[config.mk]
export PLATFORM = sky130hd
export DESIGN_NAME = word_editor
export DESIGN_NICKNAME = d
export VERILOG_FILES = /design/src/cdp_word_pkg.sv /design/src/cdp_rule_pkg.sv /design/src/word_editor.sv
export SDC_FILE = /design/constraint.sdc
export NUM_CORES = 1
export LEC_CHECK = 0
export ABC_CLOCK_PERIOD_IN_PS = 1050
export BUFFER_PORTS_ARGS = -buffer_cell sky130_fd_sc_hd__buf_2
export CAP_MARGIN = 20
export CORE_AREA = 5 5 124 126
export CTS_CLUSTER_SIZE = 14
export DETAILED_ROUTE_END_ITERATION = 10
export DIE_AREA = 0 0 129 131
export GPL_TIMING_DRIVEN = 0
export PLACE_DENSITY_LB_ADDON = 0.12
export SYNTH_ARGS = -nofsm -noshare
export SYNTH_HDL_FRONTEND = slang
export SYNTH_SLANG_ARGS = --single-unit
[constraint.sdc]
create_clock -name clk -period 1.05 [get_ports clk]
set_input_delay 0.0525 -clock clk [delete_from_list [all_inputs] [get_ports clk]]
set_output_delay 0.0525 -clock clk [all_outputs]
set_load 0.01 [all_outputs]
[src/cdp_word_pkg.sv]
// packet word definitions
package cdp_word_pkg;

  localparam int WORD_W = 139;  // kind + byte valid + port + payload

  // word kind, upper three bits of every word
  typedef enum logic [2:0] {
    WT_MIDDLE = 3'b100,
    WT_HEAD   = 3'b101,
    WT_TAIL   = 3'b110
  } word_type_t;

  typedef logic [3:0] port_num_t;  // output port number

  // 139-bit packet word, kind in [138:136], port field in [131:128]
  typedef struct packed {
    word_type_t          kind;
    logic [3:0]          byte_valid;  // valid bytes in the tail word
    port_num_t           port;
    logic [WORD_W-12:0]  payload;
  } cdp_word_t;

endpackage

[src/cdp_rule_pkg.sv]
// forwarding rule and pipeline types
package cdp_rule_pkg;

  localparam int NUM_PORTS = 17;  // 16 fast ports plus the 100M interface

  typedef logic [NUM_PORTS-1:0] port_mask_t;

  typedef enum logic [3:0] {
    CMD_FORWARD = 4'd0,
    CMD_DISCARD = 4'd1,
    CMD_CUT     = 4'd2
  } rule_cmd_t;

  // 30-bit rule word as written by the user module
  typedef struct packed {
    logic       src;      // data source, not used here
    rule_cmd_t  cmd;
    logic [7:0] cut_len;
    port_mask_t mask;
  } cdp_rule_t;

  typedef struct packed {
    rule_cmd_t               cmd;
    cdp_word_pkg::port_num_t port;     // lowest set mask bit below 16
    logic [7:0]              cut_len;
    port_mask_t              mask;
  } decision_t;

  typedef enum logic [1:0] {
    DESC_NORMAL = 2'b10,  // forward on port held in head word
    DESC_COPY   = 2'b11   // forward to every port in the mask
  } desc_kind_t;

  typedef struct packed {
    desc_kind_t kind;
    port_mask_t mask;
  } pkt_desc_t;

  typedef enum logic [1:0] {
    ACT_KEEP,
    ACT_KEEP_PORT,  // head word, port field rewritten
    ACT_KEEP_LAST,  // cut point, rewritten as tail
    ACT_DROP
  } word_action_t;

  typedef struct packed {
    cdp_word_pkg::cdp_word_t word;
    word_action_t            action;
    pkt_desc_t               desc;
    logic                    last;  // last kept word of the packet
  } stage_t;

endpackage

[src/word_editor.sv]
// output word rewrite stage
module word_editor (
  input  logic                      clk,
  input  logic                      reset,
  input  logic                      stage_valid,
  input  cdp_rule_pkg::stage_t      stage,
  output logic                      pkt_data_wrreq,
  output cdp_word_pkg::cdp_word_t   pkt_data,
  output logic                      pkt_valid_wrreq,
  output cdp_rule_pkg::pkt_desc_t   pkt_valid
);

  import cdp_word_pkg::*;
  import cdp_rule_pkg::*;

  cdp_word_t edited;
  logic      keep;

  assign keep = stage_valid && (stage.action != ACT_DROP);

  always_comb
  begin
    edited = stage.word;  // head port already set by the dispatcher
    case (stage.action)
      ACT_KEEP_LAST:
      begin
        edited.kind       = WT_TAIL;
        edited.byte_valid = 4'hf;  // whole word valid at the cut point
      end
      default:
        edited = stage.word;
    endcase
  end

  always_ff @(posedge clk or negedge reset)
  begin
    if (!reset)
    begin
      pkt_data_wrreq  <= 1'b0;
      pkt_valid_wrreq <= 1'b0;
    end
    else
    begin
      pkt_data_wrreq  <= keep;
      pkt_valid_wrreq <= keep && stage.last;  // descriptor with last kept word
    end
  end

  always_ff @(posedge clk)
  begin
    if (keep)
      pkt_data <= edited;
    if (keep && stage.last)
      pkt_valid <= stage.desc;
  end

endmodule

==> metrics, run 1 <==
outcome aborted with a tool error; Exit stage clock tree synthesis; Error [ERROR RSZ-0060] Max buffer count reached.; RePlAce Congestion 0.7799; Seq/Total Area, Yosys a little over nine tenths; IO Count 324; Setup Fix Bufs, Post-CTS 1; IO buf count 323; Post-Synth Simple-Gate Area 1.310%; Distinct cells, synth 6; Detailed Place HPWL 10290 um; Syn Nets 334; Hold Buf Count CTS 143; Initial Util 34.28%; DP Cell Count 681; Post-DP Area 6805 um2; synthesized area 4870 um2; Yosys warnings 0; CTS root buf clkbuf_16; Post-Synthesis Cells between 150 and 200; Synth Area in Compound Gates 0.2312%; post-synthesis xor/xnor area fraction 0%; largest family of logic cells by synthesized area simple AND/OR/NAND/NOR gates; area leader, netlist edfxtp_1; Post-CTS Resized 2; adder-cell share of the synthesized area 0%; Yosys top cell area share 97.43%; mux contribution to synthesized area 0%; Synth Register Bits 160; htree depth 4; Clock Sinks 160; Die Height 131 um; total CTS buffers 17; Area contributors post-synth edfxtp_1 (97%), dfrtp_1 (1.0%), nand2b_1 (0.77%), nand2b_4 (0.28%), and2_1 (0.26%); Rows between 40 and 50; Max clock buf depth 2; Die W 129 um; Mean Syn Cell Area ~29 um2
## metrics by stage
stage | TNS, ps | worst slack, ps | utilization [%] | hold slack (ps)
global placement | -467930 | -3540 | 47.35 | -161.4
detailed placement | -112230 | -1229 | 47.91 | -157.2
floorplan | -310890 | -2448 | - | -243.1
## cell usage after synthesis
cell type	instances
dfrtp_1	2
edfxtp_1	158
nand2b_4	1
a21boi_2	1
nand2b_1	6
and2_1	2
## cell families after synthesis
kind of cell / Yosys count
flip-flops: 160
AND/OR/NAND/NOR: 9
AO/OA/AOI/OAI: 1
==> run 2: changes to the inputs <==
- CORE_AREA: 5 5 124 126 -> not set
- CORE_MARGIN: not set -> 5
- CORE_UTILIZATION: not set -> 25
- CTS_CLUSTER_SIZE: 14 -> not set
- DIE_AREA: 0 0 129 131 -> not set
- PLACE_DENSITY_LB_ADDON: 0.12 -> 0.15
==> run 2 against run 1 <==
Compared with the run above:
- the flow now finishes without violations
- synthesized cell count unchanged
- synthesized area stayed put
==> metrics, run 2 <==
Max Clk Rate 996.2 MHz; fillers approximately 1700; Yosys warnings 0 (unchanged); Largest stage delay, worst path 380 ps; Die W 149.6 um (+16%); most common library cells after synthesis edfxtp_1 (158), nand2b_1 (6), and2_1 (2), dfrtp_1 (2); peak supply drop 1001 uV; pin count of the biggest net entering global routing 32; core footprint 19330 um2; Cell Chain, Critical Path buf_2; most common cell after layout, fill and taps aside buf_2; Worst Hold Class in -> reg; Die Height 149.6 um (+14%); Mean Syn Cell Area 28.65 um2 (unchanged); Final Slew Violations 0; Clock Sinks 160 (unchanged); MaxCap Viol Count 0; TritonCTS clock tree yes; max FFs per register 139; delay-heaviest family, CP flip-flops; vias in the first global route around 4000; RePlAce Congestion 0.7075 (-9.3%); Detailed Place HPWL 9978 um (-3.0%); startpoint types register; routed len/inst roughly 15 um; Distinct cells, synth 6 (unchanged); Final Hold Viols 0; Final ANT Viol Nets 0; EDFF count, synth 158 (unchanged); CTS root buf clkbuf_16; crit-path max FO 1; Least-Margin Pin Slew 446.7 ps; IO Count 324 (unchanged); Seq/Total Area, Yosys 98.46% (unchanged); htree depth 4 (unchanged); critical path class reg -> out; die footprint 22370 um2; pwr/cell area 1704 nW/um2; via count ~3600; final net count around 850; unrepaired setup endpoints after global routing yes; hold_ws 39.03 ps; minimum clock period after layout 1004 ps; Initial Util 25.19% (-9.1 points); Relative slew margins 70.22%; final period utilization 95.60%; async set or reset register ratio after synthesis 1.250% (unchanged); Slowest cell on crit path edfxtp_1; Congestion Overflow GR 0; outcome finished clean; arrival time at the worst endpoint 950 ps; Area contributors post-synth edfxtp_1 (97%), dfrtp_1 (1.0%), nand2b_1 (0.77%), nand2b_4 (0.28%), and2_1 (0.26%); first-pass GRT wire length 20870 um; DRT iter0 DRCs 135; crit end category output pin; Largest regs pkt_data (139), pkt_valid (19); Syn Nets 334 (unchanged); Layout area overhead 88.13%; total CTS buffers 17 (unchanged); most frequent cells in the layout buf_2 (322), dlygate4sd3_1 (160), edfxtp_1 (158), clkbuf_16 (17), nand2b_1 (6); wirelength, routed 14360 um; Rows 51 (+16%); antenna violations before repair 0; largest reg by FF count pkt_data; fraction of final layout cells sized beyond drive strength 1 52.59%; IO buf count 323 (unchanged); sum of buffers and inverters on the critical path 1; final setup fails 0; pre-CTS setup slack -790.7 ps (+438.3 ps); drt pass-1 iters 5; Total GRT Usage between 10% and 20%; Setup WS post-layout 46.23 ps; synthesized area 4870 um2 (unchanged); routed vias/inst 3.758; area leader, netlist edfxtp_1; Post-Synthesis Cells 170 (unchanged); clock slew at reported path FFs ~70 ps; most common cell in the netlist edfxtp_1; Antenna Cells 0; Synth Register Bits 160 (unchanged); Max clock buf depth 2 (unchanged); Pleak 3.867 nW; Yosys top cell area share 97.43% (unchanged); Post-synth top flop edfxtp_1; drc violations 0; WP data required 1000 ps
[run 2: metrics by stage]
step	power, W	instance area [um2]	TNS (ps)	std cells	utilization [%]
after floorplan	0.008332	4878	-310890	170	-
after global routing	0.01629	9161	-16.96	959	47.38
after CTS	0.01583	9155	0	959	47.35
after global placement	0.009212	6827	-493060	758	35.31
final	0.01561	9161	0	959	47.38
after detailed placement	0.009253	6934	-79100	763	35.86
[run 2: cells by family (layout without fill, tap and decap cells)]
family                 after synthesis  count (layout)  share of synthesized area, %
flip-flops                         160             160                         98.46
AND/OR/NAND/NOR                      9               9                         1.310
buffers and inverters                0             524                             0
AO/OA/AOI/OAI                        1               1                        0.2312
[run 2: cell type report]
cell class              count  area, um2  share of cell area [%]
clock buffers              18      429.2                   4.685
repair buffers            493       3382                   36.92
clock inverters            13      140.1                   1.530
well taps                 265      331.6                   3.619
flip-flops and latches    160       4795                   52.34
multi-input cells          10      83.83                  0.9151
[run 2: final timing paths]
path / from / end / cells past startpoint
max in group asynchronous: reset / pkt_data_wrreq / 3
worst min-delay path: stage[21] / pkt_data[135] / 3
worst max-delay path: pkt_data[83] / pkt_data[83] / 1
min in group asynchronous: reset / pkt_valid_wrreq / 3
[run 2: per-layer routing]
layer | vias up | GRT usage (%) | part of all wire [%]
li1 | 1711 | - | -
met1 | 1686 | 11.95 | 33
met2 | 186 | 22.85 | 55
met3 | 21 | 5.330 | 10
met4 | 0 | 4.851 | 2.3
met5 | - | 0 | 0
[run 2: report_power, final]
part	total, W	switching (W)	internal (W)
registers	0.00774	0.000118	0.00762
logic	0.00187	0.000851	0.00102
clock network	0.00600	0.00251	0.00350
[run 2: tightest hold or removal path: cells and delay by family]
family	cells	cell delay, ps
AND/OR/NAND/NOR	2	160
buffers and inverters	1	130
[run 2: timing repair]
item | CTS | global route
pin swaps | 1 | 0
resized for setup | 0 | 1
hold endpoints to repair | 160 | 0
hold buffers | 160 | 0
endpoints found under the setup margin | 91 | 4
buffers inserted | 5 | 0
Power figures use the tool's default switching activity.
==> run 3: changes to the inputs <==
- CELL_PAD_IN_SITES_DETAIL_PLACEMENT: not set -> 2
- CELL_PAD_IN_SITES_GLOBAL_PLACEMENT: not set -> 2
==> run 3 against run 2 <==
Compared with the run above:
- synthesized area unchanged
- synthesized cell count did not move
- the run now fails in clock tree synthesis
==> metrics, run 3 <==
Mean Syn Cell Area 28.65 um2 (unchanged); Post-CTS Resized 8 (+8); Initial Util 25.19% (unchanged); Detailed Place HPWL 12820 um (+28%); Yosys top cell area share 97.43% (unchanged); Yosys warnings 0 (unchanged); Die W 149.6 um (unchanged); outcome aborted with a tool error; Rows 51 (unchanged); Area contributors post-synth edfxtp_1 (97%), dfrtp_1 (1.0%), nand2b_1 (0.77%), nand2b_4 (0.28%), and2_1 (0.26%); Synth Register Bits 160 (unchanged); Setup Fix Bufs, Post-CTS 2 (-3); Die Height 149.6 um (unchanged); RePlAce Congestion 0.7445 (+5.2%); async set or reset register ratio after synthesis 1.250% (unchanged); htree depth 4 (unchanged); Max clock buf depth 2 (unchanged); pre-CTS setup slack -1130 ps (-338.8 ps); Error [ERROR RSZ-0060] Max buffer count reached.; Seq/Total Area, Yosys 98.46% (unchanged); EDFF count, synth 158 (unchanged); IO buf count 323 (unchanged); synthesized area 4870 um2 (unchanged); Post-synth top flop edfxtp_1; area leader, netlist edfxtp_1; CTS root buf clkbuf_16; most common library cells after synthesis edfxtp_1 (158), nand2b_1 (6), and2_1 (2), dfrtp_1 (2); Distinct cells, synth 6 (unchanged); most common cell in the netlist edfxtp_1; Syn Nets 334 (unchanged); Clock Sinks 160 (unchanged); IO Count 324 (unchanged); Exit stage clock tree synthesis; total CTS buffers 17 (unchanged); Post-Synthesis Cells 170 (unchanged); Hold Buf Count CTS 161 (+0.63%)
## run 3: cell counts after synthesis
Identical to the previous run, type by type.
## run 3: logic make-up after synthesis
group           Yosys count  synth area share, %
compound gates            1               0.2312
simple gates              9                1.310
flops                   160                98.46
## run 3: stage by stage
| step | cell area [um2] | std cells |
|---|---|---|
| 3_3_place_gp | 6827 | 758 |
| 2_1_floorplan | 4878 | 170 |
| 3_5_place_dp | 6934 | 763 |
