**config.mk**
```make
export PLATFORM = sky130hd
export DESIGN_NAME = rule_decoder
export DESIGN_NICKNAME = d
export VERILOG_FILES = /design/src/cdp_word_pkg.sv /design/src/cdp_rule_pkg.sv /design/src/rule_decoder.sv
export SDC_FILE = /design/constraint.sdc
export NUM_CORES = 1
export LEC_CHECK = 0
export BUFFER_PORTS_ARGS = -buffer_cell sky130_fd_sc_hd__buf_4
export CAP_MARGIN = 20
export CELL_PAD_IN_SITES_DETAIL_PLACEMENT = 2
export CELL_PAD_IN_SITES_GLOBAL_PLACEMENT = 2
export CORE_MARGIN = 5
export CORE_UTILIZATION = 11
export DETAILED_ROUTE_END_ITERATION = 6
export PLACE_DENSITY = 0.9
export REMOVE_ABC_BUFFERS = 1
export SKIP_LAST_GASP = 1
export SLEW_MARGIN = 20
export SYNTH_ARGS = -nofsm -noshare
export SYNTH_HDL_FRONTEND = slang
export SYNTH_SLANG_ARGS = --single-unit
```
**constraint.sdc**
```tcl
create_clock -name vclk -period 0.8
set_input_delay 0.08 -clock vclk [all_inputs]
set_output_delay 0.08 -clock vclk [all_outputs]
set_load 0.01 [all_outputs]
```
**src/cdp_word_pkg.sv**
```systemverilog
// packet word definitions
package cdp_word_pkg;

  localparam int WORD_W = 139;  // kind + byte valid + port + payload

  // word kind, upper three bits of every word
  typedef enum logic [2:0] {
    WT_MIDDLE = 3'b100,
    WT_HEAD   = 3'b101,
    WT_TAIL   = 3'b110
  } word_type_t;

  typedef logic [3:0] port_num_t;  // output port number

  // 139-bit packet word, kind in [138:136], port field in [131:128]
  typedef struct packed {
    word_type_t          kind;
    logic [3:0]          byte_valid;  // valid bytes in the tail word
    port_num_t           port;
    logic [WORD_W-12:0]  payload;
  } cdp_word_t;

endpackage

```
**src/cdp_rule_pkg.sv**
```systemverilog
// forwarding rule and pipeline types
package cdp_rule_pkg;

  localparam int NUM_PORTS = 17;  // 16 fast ports plus the 100M interface

  typedef logic [NUM_PORTS-1:0] port_mask_t;

  typedef enum logic [3:0] {
    CMD_FORWARD = 4'd0,
    CMD_DISCARD = 4'd1,
    CMD_CUT     = 4'd2
  } rule_cmd_t;

  // 30-bit rule word as written by the user module
  typedef struct packed {
    logic       src;      // data source, not used here
    rule_cmd_t  cmd;
    logic [7:0] cut_len;
    port_mask_t mask;
  } cdp_rule_t;

  typedef struct packed {
    rule_cmd_t               cmd;
    cdp_word_pkg::port_num_t port;     // lowest set mask bit below 16
    logic [7:0]              cut_len;
    port_mask_t              mask;
  } decision_t;

  typedef enum logic [1:0] {
    DESC_NORMAL = 2'b10,  // forward on port held in head word
    DESC_COPY   = 2'b11   // forward to every port in the mask
  } desc_kind_t;

  typedef struct packed {
    desc_kind_t kind;
    port_mask_t mask;
  } pkt_desc_t;

  typedef enum logic [1:0] {
    ACT_KEEP,
    ACT_KEEP_PORT,  // head word, port field rewritten
    ACT_KEEP_LAST,  // cut point, rewritten as tail
    ACT_DROP
  } word_action_t;

  typedef struct packed {
    cdp_word_pkg::cdp_word_t word;
    word_action_t            action;
    pkt_desc_t               desc;
    logic                    last;  // last kept word of the packet
  } stage_t;

endpackage

```
**src/rule_decoder.sv**
```systemverilog
// rule to forwarding decision
module rule_decoder (
  input  cdp_rule_pkg::cdp_rule_t rule,
  output cdp_rule_pkg::decision_t decision
);

  import cdp_word_pkg::*;
  import cdp_rule_pkg::*;

  port_num_t port;

  // lowest set bit among the 16 fast ports wins
  always_comb
  begin
    port = '0;  // also the 100M-only case
    for (int i = 15; i >= 0; i--)
    begin
      if (rule.mask[i])
        port = port_num_t'(i);
    end
  end

  always_comb
  begin
    decision.port    = port;
    decision.cut_len = rule.cut_len;
    decision.mask    = rule.mask;
    case (rule.cmd)
      CMD_FORWARD: decision.cmd = CMD_FORWARD;
      CMD_CUT:     decision.cmd = CMD_CUT;
      default:     decision.cmd = CMD_DISCARD;  // unknown commands drop the packet
    endcase
  end

endmodule

```
After elaboration in Yosys (flattened, before gate mapping) --
Index checks and enable logic that the tools add are counted.
Storage, ports and cells: bits of input ports 30, register bits 0, output and inout bits 33
Operators by class: reduce and logical (&&, ||, !) cells 1, multiplexer cells 17, equal/unequal tests 1
Operator list (number):
- 2-to-1 mux 4 bit | 16
- == test 4 x 2 -> 1 bit (second input constant) | 1
- logical NOT 4 bit | 1
- case mux 2 bit (2 select lines) | 1

Logic depth before layout (Yosys ltp) --
Gate-level depths: netlist of run 1.
depth after elaboration 16, mapped depth 4, gate-level depth less buffers 4

Worst setup path after synthesis of run 1 --
OpenSTA, ideal clock, no wires.
kind input to output, start input rule[7] in the netlist's numbering, end output decision[28] in the netlist's numbering, path buffers 0, stages 3, data arrival time 698 ps, slack 22 ps, required time 720 ps, cell sequence nor4_2 nand3_1 a31oi_1
RTL lines:
- from (decl) | RTL line rule_decoder.sv:3 | input cdp_rule_pkg::cdp_rule_t rule,
- to (decl) | RTL line rule_decoder.sv:4 | output cdp_rule_pkg::decision_t decision

==> flow_summary.yaml, run 1 <==
final_layout:
  regArea_um2: 0
  layout.cells.non_filler: 135
  fillers: 407
  final_nets: 121
  drive_gt1_share_pct: 74.2
  nClkBuffers: 0
  antennaDiodeCount: 0
  area_growth_pct: 91.8
  seq_cell_count: 0
global_route:
  track_usage_pct: 8.15
  antenna_found_initial: 0
  grt-ovfl-total: 0
  grt_pass1_wl_mm: 3.31
  grt_max_degree: 6
  grt_pass1_vias: 648
route:
  drtPass1Iterations: 2
  postRouteAntennaNets: 0
  num_vias: 524
  drcViolationCount: 0
  first_iter_violations: 9
  routedWlPerCell_um: 16.6
  wl_mm: 2.24
  avgViaCountPerCell: 3.88
timing:
  hold_violations: 0
  min_period_over_period_pct: 132
  finalSetupTns_ps: -819
  slew_violations: 0
  rsz0062_at_grt: "true"
  whs_ps: 160
  setup_viol: 5
  setup_ws_ps: -256
  fin_crit_ps: 1060
  fmax_mhz: 947
floorplanning:
  boundaryPins: 63
  core_mm2: 0.00342
  fp-row-count: 21
  die_h_um: 70.2
  fp.dieW_um: 70.2
  initial_core_util_pct: 11.7
  die_area_mm2: 0.00493
status:
  failed_checks: "setup timing"
  outcome: "finished with violations"
worst_setup_path:
  cp_slowest_cell: "nor4_4"
  cp_top_family: "simple AND/OR/NAND/NOR gates"
  path_max_fanout: 4
  cp-end-kind: "primary output"
  cp.required_ps: 720
  crit_chain: "buf_8, nor4_4, nand3_1, a31oi_1, buf_4"
  worstSetupStartpointType: "primary input"
  cp_slowest_stage_delay_ps: 300
  path_class: "primary input to primary output"
  cp_num_buf_inv: 2
  crit_arrival_ps: 980
power_and_ir_drop:
  power_frac_comb_pct: 100.0
  vdd_drop_max_mv: 0.0661
  p_sw_share_pct: 45.9
  power.internal_uw: 215
  finalPower_uw: 397
  p_leak_nw: 0.357
  p_per_area_mw_per_mm2: 518
  p_sw_uw: 182
  power.share.sequential_pct: 0
  p_clk_share_pct: 0
synthesis:
  synth.area.top_cells: "buf_4 (51%), nor2_1 (7.5%), nor4_4 (5.3%)"
  synth_cell_types: 18
  yosysTopAreaCell: "buf_4"
  yosys_warnings: 0
  synth_area_per_cell_um2: 6.44
  yosys.area.top_type_share_pct: 50.8
  syn_inst: 62
  ys_seq_area_share_pct: 0
  synth_area_um2: 399
worst_hold_path:
  hp-class: "primary input to primary output"
  min_to: "decision[16]"
  min_from: "rule[16]"
  min_delay_path_depth: 0
placed_design:
  place_inst: 133
  globalplace.congestion: 0.774
  hpwlAfterDp_mm: 1.80
  portBuffers: 42
job:
  drv_cap: 0
cts:
  holdBufCountCts: 0
[logic make-up after synthesis]
group | share of synthesized area [%]
buffers and inverters | 54.5
AND/OR/NAND/NOR | 27.0
AO/OA/AOI/OAI | 17.6
other | 0.940
[power groups by stage]
| stage | sequential [mW] | combinational (mW) | clock (mW) |
|---|---|---|---|
| floorplan | 0 | 0.0556 | 0 |
| global placement | 0 | 0.316 | 0 |
| detailed placement | 0 | 0.334 | 0 |
| CTS | 0 | 0.384 | 0 |
| global route | 0 | 0.422 | 0 |
| finish | 0 | 0.397 | 0 |
[synth_stat cells]
cell type,n
buf_4,27
nor2_1,8
a21oi_1,4
inv_1,4
nand2_1,3
a31oi_1,2
nand3_1,2
nor3_1,2
conb_1,1
nand2b_1,1
nor4_2,1
nor4_4,1
o21ai_0,1
o22ai_1,1
o311a_1,1
o31ai_1,1
o41ai_1,1
or3_1,1
[layout by cell type, fill, tap and decap left out]
cell type  synthesis  final
buf_4             27     44
buf_6              0      7
nor2_4             0      4
nand2_1            3      3
a21oi_1            4      3
nor2_1             8      3
inv_1              4      3
nor4_4             1      2
a31oi_1            2      2
nand3_1            2      2
conb_1             1      2
buf_8              0      2
o41ai_2            0      1
nor2_2             0      1
nor3_2             0      1
o31ai_1            1      1
o21ai_0            1      1
inv_2              0      1
a21oi_2            0      1
o311a_1            1      1
nand2b_1           1      1
nor3_1             2      1
o22ai_2            0      1
or3_4              0      1
[area by class of cell]
| type | count | area (µm²) | area share, % |
|---|---|---|---|
| Tap cell | 46 | 57.6 | 7.52 |
| Inverter | 4 | 15.0 | 1.96 |
| Timing Repair Buffer | 53 | 439 | 57.4 |
| Multi-Input combinational cell | 32 | 254 | 33.2 |
[stage by stage]
stage | util [%] | setup slack (ps) | cell area [µm²]
after floorplan | - | 21.9 | 200
after global placement | 18.8 | -239 | 641
after detailed placement | 18.8 | -271 | 641
after CTS | 21.6 | -206 | 739
after global routing | 22.4 | -291 | 766
final | 22.4 | -256 | 766
[worst max path at each step]
stage / start / slack, ps / end / cells after the start
after global placement: rule[7] / -240 / decision[28] / 5
final: rule[4] / -260 / decision[28] / 5
after CTS: rule[8] / -210 / decision[27] / 5
after detailed placement: rule[7] / -270 / decision[28] / 5
after floorplan: rule[7] / 20 / decision[28] / 3
after global routing: rule[4] / -290 / decision[28] / 5
[metal layers]
layer | vias to the layer above | part of all wire (%) | track usage, %
li1 | 235 | - | -
met1 | 243 | 28 | 6.53
met2 | 42 | 59 | 17.3
met3 | 4 | 10 | 3.59
met4 | 0 | 2.8 | 1.91
met5 | - | 0 | 0
[timing repair]
item,CTS,global route
setup buffers,2,0
setup endpoints to repair,6,5
gates resized for setup,20,7
pin swaps,10,4
Power figures use the tool's default switching activity.
==> run 2, diff against run 1 <==
--- a/config.mk
+++ b/config.mk
@@ -9,6 +9,7 @@
 export CAP_MARGIN = 20
 export CELL_PAD_IN_SITES_DETAIL_PLACEMENT = 2
 export CELL_PAD_IN_SITES_GLOBAL_PLACEMENT = 2
+export CORE_ASPECT_RATIO = 0.75
 export CORE_MARGIN = 5
 export CORE_UTILIZATION = 11
 export DETAILED_ROUTE_END_ITERATION = 6
==> run 2 against run 1 <==
The run still ends with setup timing left. Largest cell class unchanged. Total power grew 4.4%. Die area grew 0.26%. Non-clock buffer count grew 2.
==> flow_summary.yaml, run 2 (synthesized netlist as in run 1, its figures left out) <==
status:
  outcome: "finished with violations"
  failed_checks: "setup timing"
power_and_ir_drop:
  p_leak_nw: 0.373
  finalPower_uw: 414
  vdd_drop_max_mv: 0.103
  p_per_area_mw_per_mm2: 506
route:
  drtPass1Iterations: 2
  routed-wl-met2_mm: 1.27
  wl_met1_um: 616
  first_iter_violations: 13
  routedWlPerCell_um: 14.4
  top_layer_used: "met4"
  num_vias: 518
  avgViaCountPerCell: 3.62
  postRouteAntennaNets: 0
  dr_wl_met3_um: 149
  drcViolationCount: 0
  wl_mm: 2.07
floorplanning:
  core_mm2: 0.00359
  fp.dieW_um: 79.6
  fp-row-count: 19
  die_h_um: 62.2
  initial_core_util_pct: 11.1
  boundaryPins: 63
  die_area_mm2: 0.00495
worst_hold_path:
  hp-class: "primary input to primary output"
  min_to: "decision[16]"
  min_from: "rule[16]"
  min_delay_path_depth: 0
final_layout:
  area_growth_pct: 105
  drive_gt1_share_pct: 76.9
  layout_common_cells: "buf_4 (43), buf_6 (9), nor2_4 (4)"
  layout.cells.non_filler: 143
  final_area_um2: 818
  nClkBuffers: 0
  layout_commonest_cell: "buf_4"
  final_nets: 123
  seq_cell_count: 0
  regArea_um2: 0
  antennaDiodeCount: 0
  final_core_util_pct: 22.8
timing:
  hold_violations: 0
  setup_viol: 6
  fin_crit_ps: 1030
  setup_ws_ps: -233
  rsz0062_at_grt: "true"
  fmax_mhz: 968
  min_period_over_period_pct: 129
  slew_violations: 0
worst_setup_path:
  cp_slowest_stage_delay_ps: 310
  crit_chain: "buf_8, nor4_4, o41ai_2, a21oi_1, buf_4"
  cp_top_family: "simple AND/OR/NAND/NOR gates"
  cp_slowest_cell: "nor4_4"
  path_max_fanout: 2
  path_class: "primary input to primary output"
  cp.required_ps: 720
  cp_num_buf_inv: 2
  worstSetupStartpointType: "primary input"
  crit_arrival_ps: 950
  critPathLaunch: "rule[9]"
  cp-end-kind: "primary output"
placed_design:
  placed_cell_area_um2: 671
  globalplace.congestion: 0.804
  place_inst: 142
  pre_cts_slack_ps: -285
  portBuffers: 42
  hpwlAfterDp_mm: 1.67
global_route:
  track_usage_pct: 7.39
  grt_pass1_vias: 611
  antenna_found_initial: 0
  grt-ovfl-total: 0
  grt_pass1_wl_mm: 3.02
  grt_max_degree: 6
cts:
  holdBufCountCts: 0
job:
  drv_cap: 0
run 2: worst max path at each step:
stage	depth (start not counted)	endpoint	slack [ps]
2_1_floorplan	3	decision[28]	20
3_3_place_gp	5	decision[27]	-250
3_5_place_dp	5	decision[28]	-290
4_1_cts	5	decision[27]	-230
5_1_grt	5	decision[27]	-300
6_report	5	decision[27]	-230
run 2: repair_timing:
item,in CTS,in global routing
resized for setup,17,20
pin swaps,10,7
setup buffers,1,0
endpoints found under the setup margin,6,5
hold endpoints to repair,0,0
run 2: per-stage QoR:
stage | hold WS (ps) | TNS [ps]
3_3_place_gp | 160 | -904
6_report | 160 | -705
4_1_cts | 160 | -809
2_1_floorplan | 160 | 0
3_5_place_dp | 160 | -1020
5_1_grt | 160 | -905
run 2: cell type report:
cell class,instances,area (µm²)
Inverter,4,20.0
Multi-Input combinational cell,32,259
Fill cell,421,2770
Timing Repair Buffer,55,474
Tap cell,52,65.1
run 2: metal layers:
layer / track usage [%] / up-vias
li1: - / 241
met1: 6.72 / 248
met2: 15.7 / 27
met3: 2.31 / 2
met4: 0.858 / 0
met5: 0 / -
run 2: where the power goes:
| group | internal, mW | switching [mW] | total [mW] | leakage [nW] |
|---|---|---|---|---|
| Combinational | 0.230 | 0.185 | 0.414 | 0.373 |
| Clock | 0 | 0 | 0 | 0 |
| Sequential | 0 | 0 | 0 | 0 |
==> run 3, diff against run 2 <==
--- a/config.mk
+++ b/config.mk
@@ -13,7 +13,7 @@
 export CORE_MARGIN = 5
 export CORE_UTILIZATION = 11
 export DETAILED_ROUTE_END_ITERATION = 6
-export PLACE_DENSITY = 0.9
+export PLACE_DENSITY_LB_ADDON = 0.1
 export REMOVE_ABC_BUFFERS = 1
 export SKIP_LAST_GASP = 1
 export SLEW_MARGIN = 20
==> run 3 against run 2 <==
The run still ends with setup timing left. Setup slack improved by 49 ps. Via count increased by 0.39%. Worst hold slack unchanged. Core utilization decreased by 0.21 points. Global-route usage decreased by 0.77 points. Total power decreased by 3.3%. Design area decreased by 0.92%. Combinational power decreased by 3%. Sequential cell count unchanged. Largest power group unchanged.
==> flow_summary.yaml, run 3 (synthesized netlist as in run 1, its figures left out) <==
global_route:
  grt_max_degree: 6
  grt_pass1_wl_mm: 2.79
  grt-ovfl-total: 0
  antenna_found_initial: 0
  track_usage_pct: 6.62
  grt_pass1_vias: 553
floorplanning:
  initial_core_util_pct: 11.1
  die_h_um: 62.2
  die_area_mm2: 0.00495
  fp-row-count: 19
  fp.dieW_um: 79.6
  core_mm2: 0.00359
  boundaryPins: 63
worst_hold_path:
  hp-class: "primary input to primary output"
power_and_ir_drop:
  vdd_drop_max_mv: 0.102
  p_clk_share_pct: 0
  power_frac_comb_pct: 100.0
  p_leak_nw: 0.384
  p_sw_share_pct: 42.9
  power.internal_uw: 229
  finalPower_uw: 401
  power.share.sequential_pct: 0
  p_per_area_mw_per_mm2: 494
  p_sw_uw: 172
route:
  postRouteAntennaNets: 0
  avgViaCountPerCell: 3.56
  routedWlPerCell_um: 12.5
  drcViolationCount: 0
  wl_mm: 1.82
  num_vias: 520
  drtPass1Iterations: 4
  first_iter_violations: 14
timing:
  fmax_mhz: 1020
  rsz0062_at_grt: "true"
  min_period_over_period_pct: 123
  slew_violations: 0
  setup_ws_ps: -184
  setup_viol: 5
  hold_violations: 0
  fin_crit_ps: 984
  finalSetupTns_ps: -701
worst_setup_path:
  worstSetupStartpointType: "primary input"
  cp.required_ps: 720
  cp-end-kind: "primary output"
  crit_arrival_ps: 900
  path_max_fanout: 2
  path_class: "primary input to primary output"
placed_design:
  portBuffers: 42
  hpwlAfterDp_mm: 1.60
  globalplace.congestion: 0.676
  place_inst: 143
final_layout:
  layout_common_cells: "buf_4 (51), nor2_1 (5), buf_6 (4)"
  layout.cells.non_filler: 146
  fillers: 419
  final_core_util_pct: 22.6
  final_nets: 126
  antennaDiodeCount: 0
  nClkBuffers: 0
  layout_commonest_cell: "buf_4"
  regArea_um2: 0
  drive_gt1_share_pct: 73.4
  seq_cell_count: 0
  multi_input_area_um2: 240
  area_growth_pct: 103
job:
  drv_cap: 0
status:
  outcome: "finished with violations"
  failed_checks: "setup timing"
cts:
  holdBufCountCts: 0
-- run 3: layout make-up --
type | instances | area share (%)
Timing Repair Buffer | 58 | 59.0
Multi-Input combinational cell | 32 | 29.6
Tap cell | 52 | 8.02
Inverter | 4 | 3.40
-- run 3: per-layer routing --
layer	global-route usage, %	up-vias	part of all wire [%]
met5	0	-	0
met4	0	0	0
met3	2.46	0	11
met2	10.4	39	44
met1	9.14	237	45
li1	-	244	-
-- run 3: power groups by stage --
stage                     Combinational (mW)  Clock [mW]  Sequential [mW]
final                                  0.401           0                0
after global routing                   0.435           0                0
after CTS                              0.381           0                0
after detailed placement               0.342           0                0
after global placement                 0.339           0                0
after floorplan                       0.0556           0                0
-- run 3: worst paths after layout --
| check | to | slack (ps) | from | cells past startpoint |
|---|---|---|---|---|
| worst min-delay path | decision[16] | 160 | rule[16] | 0 |
| worst max-delay path | decision[27] | -180 | rule[9] | 5 |
-- run 3: per-stage QoR --
stage,cell area (µm²),hold WS [ps],setup WS [ps]
global placement,678,160,-289
detailed placement,678,160,-285
global route,811,160,-306
floorplan,200,160,21.9
CTS,754,160,-224
finish,811,160,-184
-- run 3: critical path: stages --
cell and delay (ps):
buf_8 100, nor4_4 310, o41ai_2 130, a21oi_1 140, buf_4 140
-- run 3: repair_timing --
| action | in CTS | in global routing |
|---|---|---|
| resized for setup | 17 | 11 |
| gates cloned | 0 | 0 |
| buffers inserted | 1 | 2 |
| endpoints found under the setup margin | 6 | 5 |
| pin swaps | 8 | 6 |
