`src/sync_fifo.sv`:
```
// show-ahead synchronous FIFO
module sync_fifo #(
  parameter int  DEPTH     = 32,
  parameter type payload_t = logic
) (
  input  logic                     clk,
  input  logic                     reset,
  input  logic                     push,
  input  payload_t                 data,
  input  logic                     pop,
  output payload_t                 q,
  output logic                     empty,
  output logic [$clog2(DEPTH)-1:0] usedw
);

  localparam int AW = $clog2(DEPTH);

  payload_t mem [DEPTH];
  logic [AW-1:0] wr_ptr;
  logic [AW-1:0] rd_ptr;
  logic [AW:0]   count;
  logic          full;
  logic          do_push;
  logic          do_pop;

  assign full    = count[AW];
  assign empty   = (count == '0);
  assign do_pop  = pop && !empty;
  assign do_push = push && (!full || do_pop);  // writes to a full FIFO are lost
  assign q       = mem[rd_ptr];                 // head word always visible
  assign usedw   = count[AW-1:0];               // reads 0 when full

  always_ff @(posedge clk)
  begin
    if (do_push)
      mem[wr_ptr] <= data;
  end

  always_ff @(posedge clk or negedge reset)
  begin
    if (!reset)
    begin
      wr_ptr <= '0;
      rd_ptr <= '0;
      count  <= '0;
    end
    else
    begin
      if (do_push)
        wr_ptr <= wr_ptr + 1'b1;  // wraps with DEPTH a power of two
      if (do_pop)
        rd_ptr <= rd_ptr + 1'b1;
      case ({do_push, do_pop})
        2'b10:   count <= count + 1'b1;
        2'b01:   count <= count - 1'b1;
        default: count <= count;
      endcase
    end
  end

endmodule

```
`config.mk`:
```
export PLATFORM = sky130hd
export DESIGN_NAME = sync_fifo
export DESIGN_NICKNAME = d
export VERILOG_FILES = /design/src/sync_fifo.sv
export SDC_FILE = /design/constraint.sdc
export NUM_CORES = 1
export LEC_CHECK = 0
export ABC_AREA = 1
export BUFFER_PORTS_ARGS = -buffer_cell sky130_fd_sc_hd__buf_4
export CAP_MARGIN = 25
export CELL_PAD_IN_SITES_DETAIL_PLACEMENT = 1
export CELL_PAD_IN_SITES_GLOBAL_PLACEMENT = 2
export CORE_UTILIZATION = 39
export CTS_BUF_LIST = sky130_fd_sc_hd__clkbuf_16
export DETAILED_ROUTE_END_ITERATION = 10
export PLACE_DENSITY = 0.79
export REMOVE_ABC_BUFFERS = 1
export SETUP_SLACK_MARGIN = 0.4
export SLEW_MARGIN = 20
export SYNTH_ARGS = -nofsm -noshare
export SYNTH_HDL_FRONTEND = slang
export SYNTH_SLANG_ARGS = --single-unit
```
`constraint.sdc`:
```
create_clock -name clk -period 2.7 [get_ports clk]
set_input_delay 0.54 -clock clk [delete_from_list [all_inputs] [get_ports clk]]
set_output_delay 0.54 -clock clk [all_outputs]
set_load 0.02 [all_outputs]
```
# Word level (Yosys, flattened, before mapping)
# Memory sizes are Yosys's and may differ from the RTL's.
# Cells that the tools add are included.
[totals]
register_bits = 16
latch_bits = 0
ram_bits = 32
mem_bits_ro = 0
inputBits = 5
output_inout_bits = 7
wordCells = 20
mem_count = 1
[mem_list]
columns = ["name", "words", "width", "rd", "rd_ports_with_merged_regs", "write_ports", "line", "source"]
rows = [
  ["mem", 32, 1, 1, 0, 1, "18", "payload_t mem [DEPTH];"],
]
[op_classes]
add_sub_neg = 4
mul = 0
n_div = 0
n_lt_le_gt_ge = 0
n_eq_ne = 2
shifts = 0
n_mux = 3
bitwise_logic = 0
reduce_logical = 7
[op_table]
columns = ["op", "n"]
rows = [
  ["$pmux W6 S2", 1],
  ["$add A5 B1 Y5 const B", 2],
  ["$add A6 B1 Y6 const B", 1],
  ["$logic_not A6 Y1", 1],
  ["$sub A6 B1 Y6 const B", 1],
  ["$eq A2 B1 Y1 const B", 1],
  ["$eq A2 B2 Y1 const B", 1],
  ["$logic_and A1 B1 Y1", 2],
  ["$logic_not A1 Y1", 2],
  ["$mux W1", 2],
  ["$reduce_bool A2 Y1", 1],
  ["$logic_or A1 B1 Y1", 1],
]

# Depth between registers and ports, before layout
# Gate-level depths: netlist of the first run.
[logic_depth]
ltp_word = 7
ltp_mapped = 15
depth_no_buf = 15

# Worst setup path after synthesis of the first run
# Ideal clock, no wire load.
[synth_timing]
path_type = "reg-to-reg"
from = "register count[1]"
to = "register count[5]"
setup_time_ps = 117
arrival_ps = 1917
required_time_ps = 2583
setup_slack_ps = 666
path_stages_with_launch = 16
path_buffers = 0
period_less_slack_ps = 2034
cell_sequence = "dfrtp_1 -> nor2_1 -> nand3_2 -> nand2_4 -> nand2_2 -> nand2_4 -> ha_1 -> ha_1 -> nand3_1 -> nand3_1 -> nand3_1 -> nand2_1 -> nand2_1 -> nand2_1 -> nand2_1 -> nand2_1"
[synth_via]
elab_chain_cells = 7
elab_cells_between_ends = 11
cone_classes = "2 x add/sub; 2 x eq/ne; 1 x mux; 6 x reduce/logical"
[synth_rtl]
columns = ["element", "line", "source"]
rows = [
  ["from (decl)", "21", "logic [AW:0] count;"],
  ["from (signal assigned)", "54", "2'b10: count <= count + 1'b1;"],
  ["from (signal assigned)", "55", "2'b01: count <= count - 1'b1;"],
  ["from (signal assigned)", "56", "default: count <= count;"],
  ["$logic_not A6 Y1", "27", "assign empty = (count == '0);"],
  ["$logic_not A1 Y1", "28", "assign do_pop = pop && !empty;"],
  ["$logic_and A1 B1 Y1", "28", ""],
  ["$logic_or A1 B1 Y1", "29", "assign do_push = push && (!full || do_pop);"],
  ["$logic_and A1 B1 Y1", "29", ""],
  ["$eq A2 B1 Y1 / $eq A2 B2 Y1 (equally long branches)", "53", "case ({do_push, do_pop})"],
  ["$pmux W6 S2 / $reduce_bool A2 Y1 (equally long branches)", "n/a", ""],
]
# Several ways; a longest one is shown, not always the timed one.
# A chain may end at the register's enable or synchronous reset.

# Final worst setup path of the first run
[layout_timing]
from = "register rd_ptr[0]"
to = "output q"
[layout_via]
elab_chain_cells = 1
[layout_rtl]
columns = ["element", "line", "source"]
rows = [
  ["from (decl)", "20", "logic [AW-1:0] rd_ptr;"],
  ["from (signal assigned)", "52", "rd_ptr <= rd_ptr + 1'b1;"],
  ["$mem_v2 Z32 W1", "n/a", ""],
  ["to (decl)", "11", "output payload_t q,"],
]
# No other way between the ends.

==> impl_results.md, run 1 <==
* Clock-pin slew of the registers on the worst-case setup and hold paths at 0.06 ns
* Clk root buf: clkbuf_16
* Number of synthesized flops with an enable pin at 32
* Synth warn at 0
* Die width at around 83 um
* Clk sinks at 48
* Crit path max fanout at 8
* Final Hold Fails at 0
* Worst VDD drop at between 0.4 and 0.5 mV
* RePlAce Congestion at between 0.8 and 0.9
* Max-slew violation count at 0
* Leak pwr at approximately 0.0013 uW
* Min-Delay Path Class: in2async
* CP Capture Type: output pin
* TritonCTS clock tree: built
* Synth top area cells: edfxtp_1, dfrtp_1, nand2_1, nand3_1, nor2_1
* FF-to-FF path depth at 15
* Power Density at between 1000 and 1500 mW/mm2
* Die height at 83.5 um
* Post-synth top flop: edfxtp_1
* Cells after Synth at roughly 280
* Worst slew pin tran at just under 0.3 ns
* Dpl cells at approximately 360
* Comb pwr share at 0.470
* HPWL after DPL at between 4 and 5 mm
* Met3 WL post-DR at ~140 um
* IO Count at 12
* Synthesis-to-finish area growth at 15.1%
* CP Class: reg2out
* R2R setup slack at roughly 0.58 ns
* Sw power at between 1000 and 1500 uW
* Worst R2R End: count[5]
* Cell area after synthesis at ~0.0026 mm2
* WL met2 at 2.77 mm
* Antenna violations before repair at 0
* Share of layout cells above drive strength 1 at 0.177
* Max Used Layer: met4
* Crit share post-route at 0.819
* Asr flop ratio synth at 0.333
* Finished Layout Cells at between 300 and 400
* Status: completed
* First-pass iteration count of the detailed router at 4
* Routed wire length at 5.88 mm
* Post-synth top area cell: edfxtp_1
* Die footprint at ~0.007 mm2
* Clk pwr share at 0.180
* Seq cells post-synth at 48
* Arr. time, crit path at around 1.7 ns
* Switching Share at 0.422
* First DRT Iteration DRCs at 82
* Final Power at 3280 uW
* Clock Path Buffers at 2
* Avg Cell Area, Syn at slightly above 9 um2
* RSZ-0062 raised after global routing: no
* Nets at 309
* CTS buffer count at 5
* DP Worst Slack at around 0.36 ns
* Port bufs at 11
* Worst EP required at approximately 2.2 ns
* Final WS setup at roughly 0.49 ns
* All-Layer GR Usage at 0.183
* Fmax achieved at 452 MHz
* # rows at 29
* Sequential cell area fraction in the yosys report at 0.526
* First-pass GRT wire length at just under 10 mm
* Overflow after GRT at 0
* H-Tree Depth at 2
* TNS Setup at 0 ns
* Crit path launch type: register
* Power Internal at around 1900 uW
* Initial Util at 0.406
* Top cell type's share of synthesized area at 0.371
* Final setup viols at 0
* RR Startpoint: count[2]
* WL/cell at 15.8 um
* Residual DRC count at 0
* Hold_buf cts at 0
* Wire length on met1 at just under 3 mm
* Sequential power share at 0.349
* Skew final at between 0.004 and 0.005 ns
* Worst rel slew slack at 0.802
* Antenna cell count at 0
* Netlist cell types at 29
* Clk_lat worst skew at between 0.2 and 0.3 ns
* Antenna-violating nets left at 0
* Maxcap violations at 0
* Core area at around 0.0064 mm2
* Number of global-route vias before repair at 1,857
* Total number of vias at around 1,800
* Detailed-route vias per instance at between 4 and 5
* Minimum clock period after layout at between 2 and 2.5 ns
* Largest net degree at the start of global routing at 33
## power groups by stage
stage | clock, uW | combinational, uW | sequential (uW)
final | 591 | 1540 | 1140
after global routing | 631 | 1710 | 1170
after CTS | 610 | 1390 | 1110
after detailed placement | 0 | 1380 | 1120
after global placement | 0 | 1370 | 1110
after floorplan | 0 | 873 | 1150
## cell families after synthesis
logic type               share of synthesized area
buffers and inverters                       0.0836
flip-flops                                   0.526
XOR/XNOR                                    0.0338
adder cells (fa/ha/maj)                     0.0560
AND/OR/NAND/NOR                              0.272
AO/OA/AOI/OAI                               0.0290
## worst max path at each step
| stage | startpoint | endpoint | slack [ns] | depth (start not counted) |
|---|---|---|---|---|
| after global placement | count[0] | count[5] | 0.45 | 15 |
| final | rd_ptr[0] | q | 0.49 | 10 |
| after detailed placement | count[1] | count[5] | 0.36 | 15 |
| after floorplan | count[0] | count[4] | 0.56 | 12 |
| after CTS | count[1] | count[5] | 0.42 | 15 |
| after global routing | count[2] | count[5] | 0.38 | 15 |
## cell type report
type | instances | area (um2)
fillers | 752 | 3410
flip-flops and latches | 48 | 1370
multi-input cells | 188 | 1070
repair buffers | 17 | 179
inverters | 33 | 138
clock buffers | 5 | 125
well taps | 77 | 96.3
clock inverters | 3 | 11.3
## synthesized netlist by cell type (2+ instances only)
cell	instances
nand2_2	2
clkbuf_1	2
nand2_1	71
o21ai_0	2
nand2_4	2
inv_1	30
buf_4	7
buf_2	2
xnor2_1	2
dfrtp_1	16
nand3_1	33
o21ai_2	3
ha_1	10
a21oi_1	4
xor2_1	8
edfxtp_1	32
nand2_8	3
nor2_1	41
## worst max-delay path, stage by stage, from the launching register on
cell and delay (ns):
dfrtp_2 0.53, clkbuf_16 0.21, nand2_1 0.05, nand2_1 0.07, nand2_1 0.05, nand3_1 0.08, nand3_1 0.10, nand2_1 0.07
nand2_1 0.05, inv_1 0.06, buf_6 0.11
## routing by layer
layer | track usage | vias up
met2 | 0.289 | 14
met3 | 0.0386 | 5
met5 | 0 | -
li1 | - | 921
met1 | 0.253 | 895
met4 | 0.0601 | 0
## state kept, by name (all words and copies together) (netlist names)
| name | cells |
|---|---|
| count | 6 |
| mem | 32 |
| rd_ptr | 5 |
| wr_ptr | 5 |
## through the flow
stage	cell area [um2]	utilization	hold slack, ns
2_1_floorplan	2500	-	0.244
3_3_place_gp	2690	0.422	0.419
3_5_place_dp	2690	0.422	0.425
4_1_cts	2830	0.444	0.114
5_1_grt	2980	0.467	0.118
6_report	2980	0.467	0.108
## cell usage in the layout, fill, tap and decap left out, drive strengths merged
cell	Yosys	final
nand3	34	34
dfrtp	16	16
a21oi	4	4
clkbuf	2	7
clkinvlp	0	1
or2	1	1
ha	10	10
o21ai	6	6
nor3b	1	1
xor2	8	8
buf	10	15
o211ai	1	1
xnor2	2	2
a31oi	1	1
clkinv	1	2
edfxtp	32	32
fa	1	1
nand2	78	78
nor2	41	41
inv	32	33
## timing repair
item / CTS / global route
pin swaps: 0 / 4
setup endpoints to repair: 1 / 4
cloned: 0 / 2
setup buffers: 0 / 2
gates resized for setup: 1 / 24
No activity file was read; power rests on OpenSTA's default activity.
==> run 2, diff against run 1 <==
--- a/config.mk
+++ b/config.mk
@@ -5,15 +5,15 @@
 export SDC_FILE = /design/constraint.sdc
 export NUM_CORES = 1
 export LEC_CHECK = 0
-export ABC_AREA = 1
+export ABC_AREA = 0
 export BUFFER_PORTS_ARGS = -buffer_cell sky130_fd_sc_hd__buf_4
 export CAP_MARGIN = 25
 export CELL_PAD_IN_SITES_DETAIL_PLACEMENT = 1
 export CELL_PAD_IN_SITES_GLOBAL_PLACEMENT = 2
-export CORE_UTILIZATION = 39
+export CORE_UTILIZATION = 38
 export CTS_BUF_LIST = sky130_fd_sc_hd__clkbuf_16
 export DETAILED_ROUTE_END_ITERATION = 10
-export PLACE_DENSITY = 0.79
+export PLACE_DENSITY = 0.75
 export REMOVE_ABC_BUFFERS = 1
 export SETUP_SLACK_MARGIN = 0.4
 export SLEW_MARGIN = 20
==> constraint.sdc (replaced) <==
create_clock -name clk -period 1.8 [get_ports clk]
set_input_delay 0.36 -clock clk [delete_from_list [all_inputs] [get_ports clk]]
set_output_delay 0.36 -clock clk [all_outputs]
set_load 0.02 [all_outputs]
==> impl_results.md, run 2 <==
* Post-synth top area cell: edfxtp_1
* Clk sinks at between 40 and 50
* R2R setup slack at -0.90 ns
* RSZ-0062 raised after global routing: yes
* Antenna cell count at 0
* Synth warn at 0
* Final WS setup at -0.897 ns
* Die width at slightly above 80 um
* Die footprint at approximately 0.0067 mm2
* Worst VDD drop at around 1.1 mV
* Top reg by flops: mem
* Final Hold Fails at 0
* Crit path buf inv count at 0
* Antenna violations before repair at 0
* Sequential cell area fraction in the yosys report at 0.559
* Commonest cells after routing, fill and taps aside: buf_4, nor2_4, edfxtp_1
* Total number of vias at roughly 1,700
* H-Tree Depth at 2
* First-pass iteration count of the detailed router at 4
* Die height at slightly above 80 um
* Slowest stage delay, CP at between 0.5 and 0.6 ns
* Port bufs at 11
* CP Class: reg2reg
* Avg Cell Area, Syn at 12.3 um2
* Fmax achieved at around 370 MHz
* Final setup viols at 13
* Arr. time, crit path at 2.87 ns
* HPWL after DPL at 4.01 mm
* Worst R2R End: count[5]
* WL/cell at approximately 21 um
* Initial Util at 0.402
* First DRT Iteration DRCs at 60
* All-Layer GR Usage at 0.212
* FF-to-FF path depth at 8
* IO Count at 12
* Commonest non-fill, non-tap cell in the layout: buf_4
* Worst slew pin tran at roughly 0.48 ns
* Cell area after synthesis at roughly 0.0024 mm2
* Leak pwr at approximately 0.0013 uW
* Overflow after GRT at 0
* Worst path slowest cell: or4_4
* Detailed-route vias per instance at approximately 5.5
* Fillers at about 570
* Worst rel slew slack at 0.678
* Crit share post-route at 1.50
* Max-slew violation count at 0
* Cells after Synth at 198
* Crit path launch type: register
* Asr flop ratio synth at 0.333
* Netlist cell types at just over 40
* Failing checks: negative setup slack
* RR Startpoint: count[3]
* CP Capture Type: register
* Post-synth top cells: nor2_1, edfxtp_1, dfrtp_1
* Status: complete, but fails checks
* Top-count cell post-synth: nor2_1
* # rows at 28
* Maxcap violations at 0
* Clock-pin slew of the registers on the worst-case setup and hold paths at about 0.070 ns
* Min-Delay Path Class: in2async
* Largest net degree at the start of global routing at 33
* Routed wire length at ~6.7 mm
* TNS Setup at -4.60 ns
* Antenna-violating nets left at 0
* Synthesis-to-finish area growth at 46.4%
* Worst EP required at roughly 2 ns
* Crit path max fanout at 6
* Top cell type's share of synthesized area at 0.395
* First-pass GRT wire length at 10.1 mm
* Share of layout cells above drive strength 1 at 0.558
* RePlAce Congestion at 0.943
* Post-synth top flop: edfxtp_1
* WHS at about 0.48 ns
* Minimum clock period after layout at between 2 and 3 ns
* Power Density at between 1500 and 2000 mW/mm2
* Number of synthesized flops with an enable pin at 32
* Max reg flops at 32
* Seq cells post-synth at between 40 and 50
* FF/Latch Area at about 0.0014 mm2
* Clock Path Buffers at 2
* Skew final at between 0.005 and 0.006 ns
* Synth top area cells: edfxtp_1, dfrtp_1, nor2_1, ha_1, mux4_2
* Residual DRC count at 0
* Most frequent CP cell: ha_4
* Top flop regs: mem (32), count (6)
* Clk_lat worst skew at just under 0.3 ns
* Multi-input gate area at roughly 0.0015 mm2
* TritonCTS clock tree: built
* Crit-path leading delay family: simple AND/OR/NAND/NOR gates
* Nets at about 260
* Number of global-route vias before repair at about 1,900
* CP cell instances: or4_4, o31a_1, ha_4, ha_4, a211oi_4, nor4_2, or3b_4, xnor2_2
* Clk root buf: clkbuf_16
* CTS buffer count at 5
* Core area at slightly above 0.006 mm2
==> run 2: where the power goes <==
part | total (uW) | leakage, uW | switching, uW | internal [uW]
Clock | 1040 | 0.0000850 | 395 | 648
Combinational | 3400 | 0.000706 | 1750 | 1650
Sequential | 1710 | 0.000475 | 299 | 1410
Total | 6150 | 0.00127 | 2450 | 3700
==> run 2: final cells by class <==
cell class / instances / share of cell area
clock buffer: 5 / 0.0351
clock inverter: 3 / 0.0109
inverter: 5 / 0.00597
multi-input combinational: 130 / 0.408
sequential: 48 / 0.383
tap: 75 / 0.0263
timing repair buffer: 51 / 0.130
==> run 2: what timing repair did <==
item / in CTS / in global routing
hold buffers: 1 / 0
gates resized for setup: 109 / 37
pin swaps: 37 / 21
setup endpoints to repair: 40 / 48
cloned: 1 / 0
hold endpoints to repair: 16 / 0
buffers inserted: 11 / 3
==> run 2: worst max-delay path by stage <==
stage / start / to / slack [ns] / cells after the start
2_1_floorplan: count[4] / count[5] / -1.14 / 8
3_3_place_gp: count[5] / count[5] / -0.92 / 8
3_5_place_dp: count[5] / count[5] / -1.01 / 8
4_1_cts: count[3] / count[5] / -0.90 / 8
5_1_grt: count[3] / count[5] / -0.94 / 8
6_report: count[3] / count[5] / -0.90 / 8
==> run 2: layer usage <==
layer  share of wire  wire [um]  GRT usage
met1            0.43       2850      0.270
met5               0          0          0
met4           0.013         87     0.0474
met2            0.54       3580      0.371
met3           0.022        144     0.0389
==> run 2: per-stage QoR <==
step	instances	total power (uW)	cell area [um2]	utilization	setup slack (ns)
after floorplan	183	2890	2340	-	-1.14
after global placement	293	3700	2700	0.445	-0.919
after detailed placement	293	3830	2700	0.445	-1.01
after CTS	314	5730	3380	0.558	-0.897
after global routing	317	6470	3560	0.588	-0.945
final	317	6150	3560	0.588	-0.897
==> run 2: worst reg2reg max path, delay by kind of cell, from the launching register on <==
kind | cells | cell delay (ns)
compound gates | 2 | 0.55
xor+xnor | 1 | 0.13
fa+ha+maj | 2 | 0.48
simple gates | 3 | 1.04
flops | 1 | 0.38
==> run 2: kinds of logic (layout without fill, tap and decap cells) <==
group / Yosys count / after routing / share of synthesized area
AND/OR/NAND/NOR: 72 / 72 / 0.150
adder cells (fa/ha/maj): 11 / 11 / 0.0596
AO/OA/AOI/OAI: 21 / 21 / 0.0560
multiplexers: 14 / 14 / 0.0863
flip-flops: 48 / 48 / 0.559
buffers and inverters: 20 / 64 / 0.0457
XOR/XNOR: 12 / 12 / 0.0432
==> run 3, diff against run 2 <==
--- a/config.mk
+++ b/config.mk
@@ -14,7 +14,6 @@
 export CTS_BUF_LIST = sky130_fd_sc_hd__clkbuf_16
 export DETAILED_ROUTE_END_ITERATION = 10
 export PLACE_DENSITY = 0.75
-export REMOVE_ABC_BUFFERS = 1
 export SETUP_SLACK_MARGIN = 0.4
 export SLEW_MARGIN = 20
 export SYNTH_ARGS = -nofsm -noshare
==> impl_results.md, run 3 (synthesis gave the netlist of run 2 again) <==
* Skew final at ~0.0078 ns
* Crit-path leading delay family: simple AND/OR/NAND/NOR gates
* TNS Setup at -5.07 ns
* Overflow after GRT at 0
* CP cell instances: or4_4, o31a_1, ha_4, ha_4, nor4b_1, a311o_1, or3b_4, xnor2_1
* Leak pwr at roughly 0.0012 uW
* WHS at 0.476 ns
* RePlAce Congestion at ~0.94
* Total number of vias at 1,654
* Number of global-route vias before repair at approximately 1,800
* Antenna cell count at 0
* H-Tree Depth at 2
* Max reg flops at 32
* Commonest non-fill, non-tap cell in the layout: buf_4
* Max-slew violation count at 0
* Minimum clock period after layout at 2.72 ns
* Detailed-route vias per instance at about 5.3
* IO Count at 12
* Nets at between 200 and 300
* Slowest stage delay, CP at approximately 0.54 ns
* Power Density at approximately 1700 mW/mm2
* Share of layout cells above drive strength 1 at 0.416
* DP Worst Slack at -0.865 ns
* Final Util at 0.528
* Synthesis-to-finish area growth at 31.5%
* Crit path max fanout at 6
* Worst VDD drop at 0.781 mV
* Top flop regs: mem (32), count (6)
* Worst rel slew slack at 0.740
* Final Hold Fails at 0
* Top reg by flops: mem
* Antenna violations before repair at 0
* First-pass iteration count of the detailed router at 4
* CP Class: reg2reg
* Clk sinks at 48
* Arr. time, crit path at around 2.9 ns
* Worst slew pin tran at around 0.39 ns
* TritonCTS clock tree: built
* Finished Layout Cells at around 310
* Syn_nets at approximately 210
* Most frequent CP cell: ha_4
* Clk_lat worst skew at 0.29 ns
* Die footprint at 0.00673 mm2
* Antenna-violating nets left at 0
* Port bufs at 11
* HPWL after DPL at 3.97 mm
* Fillers at 633
* Fmax achieved at between 300 and 400 MHz
* RSZ-0062 raised after global routing: yes
* Largest net degree at the start of global routing at 33
* Clock-pin slew of the registers on the worst-case setup and hold paths at around 0.070 ns
* CTS buffer count at 5
* All-Layer GR Usage at 0.191
* WL/cell at approximately 19 um
* Maxcap violations at 0
* Clock Path Buffers at 2
* Die width at about 80 um
* Worst EP required at between 1.5 and 2 ns
* Initial Util at 0.402
* Core area at just over 0.006 mm2
* Crit path launch type: register
* Commonest cells after routing, fill and taps aside: buf_4, edfxtp_1, nor2_1
* Min-Delay Path Class: in2async
* FF/Latch Area at ~0.0014 mm2
* Worst path slowest cell: or4_4
* CP Capture Type: register
* Die height at roughly 82 um
* First-pass GRT wire length at approximately 9 mm
* Routed wire length at approximately 5.8 mm
* Final setup viols at 13
* Final WS setup at -0.924 ns
* Failing checks: negative setup slack
* Crit path buf inv count at 0
* Crit share post-route at 1.51
* # rows at 28
* Status: complete, but fails checks
* Multi-input gate area at about 0.0012 mm2
* Residual DRC count at 0
* R2R setup slack at -0.92 ns
* Dpl cells at about 290
* First DRT Iteration DRCs at around 100
* Clk root buf: clkbuf_16
run 3: area by class of cell:
| cell class | instances | area share |
|---|---|---|
| clock buffer | 5 | 0.0391 |
| clock inverter | 3 | 0.0121 |
| inverter | 5 | 0.00586 |
| tap | 75 | 0.0293 |
| multi-input combinational | 130 | 0.362 |
| sequential | 48 | 0.427 |
| timing repair buffer | 47 | 0.125 |
run 3: worst paths after layout:
check / end / depth (start not counted) / startpoint
min in group clk: mem[11] / 1 / data
hold reg to reg: wr_ptr[0] / 2 / wr_ptr[0]
max in group asynchronous: wr_ptr[2] / 2 / reset
setup / recovery: count[5] / 8 / count[5]
setup reg to reg: count[5] / 8 / count[5]
hold / removal: count[1] / 2 / reset
run 3: per-stage QoR:
| step | total power (uW) | cell area, um2 |
|---|---|---|
| floorplan | 3130 | 2480 |
| global placement | 3760 | 2740 |
| detailed placement | 3890 | 2740 |
| CTS | 5300 | 3080 |
| global route | 5850 | 3200 |
| finish | 5520 | 3200 |
run 3: report_power, final:
part           switching, uW  internal (uW)  leakage, uW
logic                   1350           1440     0.000680
registers                282           1410     0.000475
clock network            394            648    0.0000850
total                   2020           3500      0.00124
run 3: timing repair:
action / 4_1_cts / 5_1_grt
setup endpoints to repair: 38 / 38
buffers inserted: 8 / 3
resized for setup: 32 / 26
pin swaps: 11 / 9
hold buffers: 1 / 0
endpoints found under the hold margin: 16 / 0
run 3: per-layer routing:
layer	wire length (um)	GRT usage	vias to the layer above	part of all wire
li1	-	-	784	-
met1	2500	0.233	840	0.43
met2	3100	0.333	23	0.53
met3	127	0.0367	7	0.022
met4	80	0.0684	0	0.014
met5	0	0	-	0
run 3: worst reg2reg max path, cell delays in order, from the launching register on:
cell and delay (ns):
dfrtp_1 0.38, or4_4 0.55, o31a_1 0.32, ha_4 0.23, ha_4 0.29, nor4b_1 0.05
a311o_1 0.28, or3b_4 0.40, xnor2_1 0.13
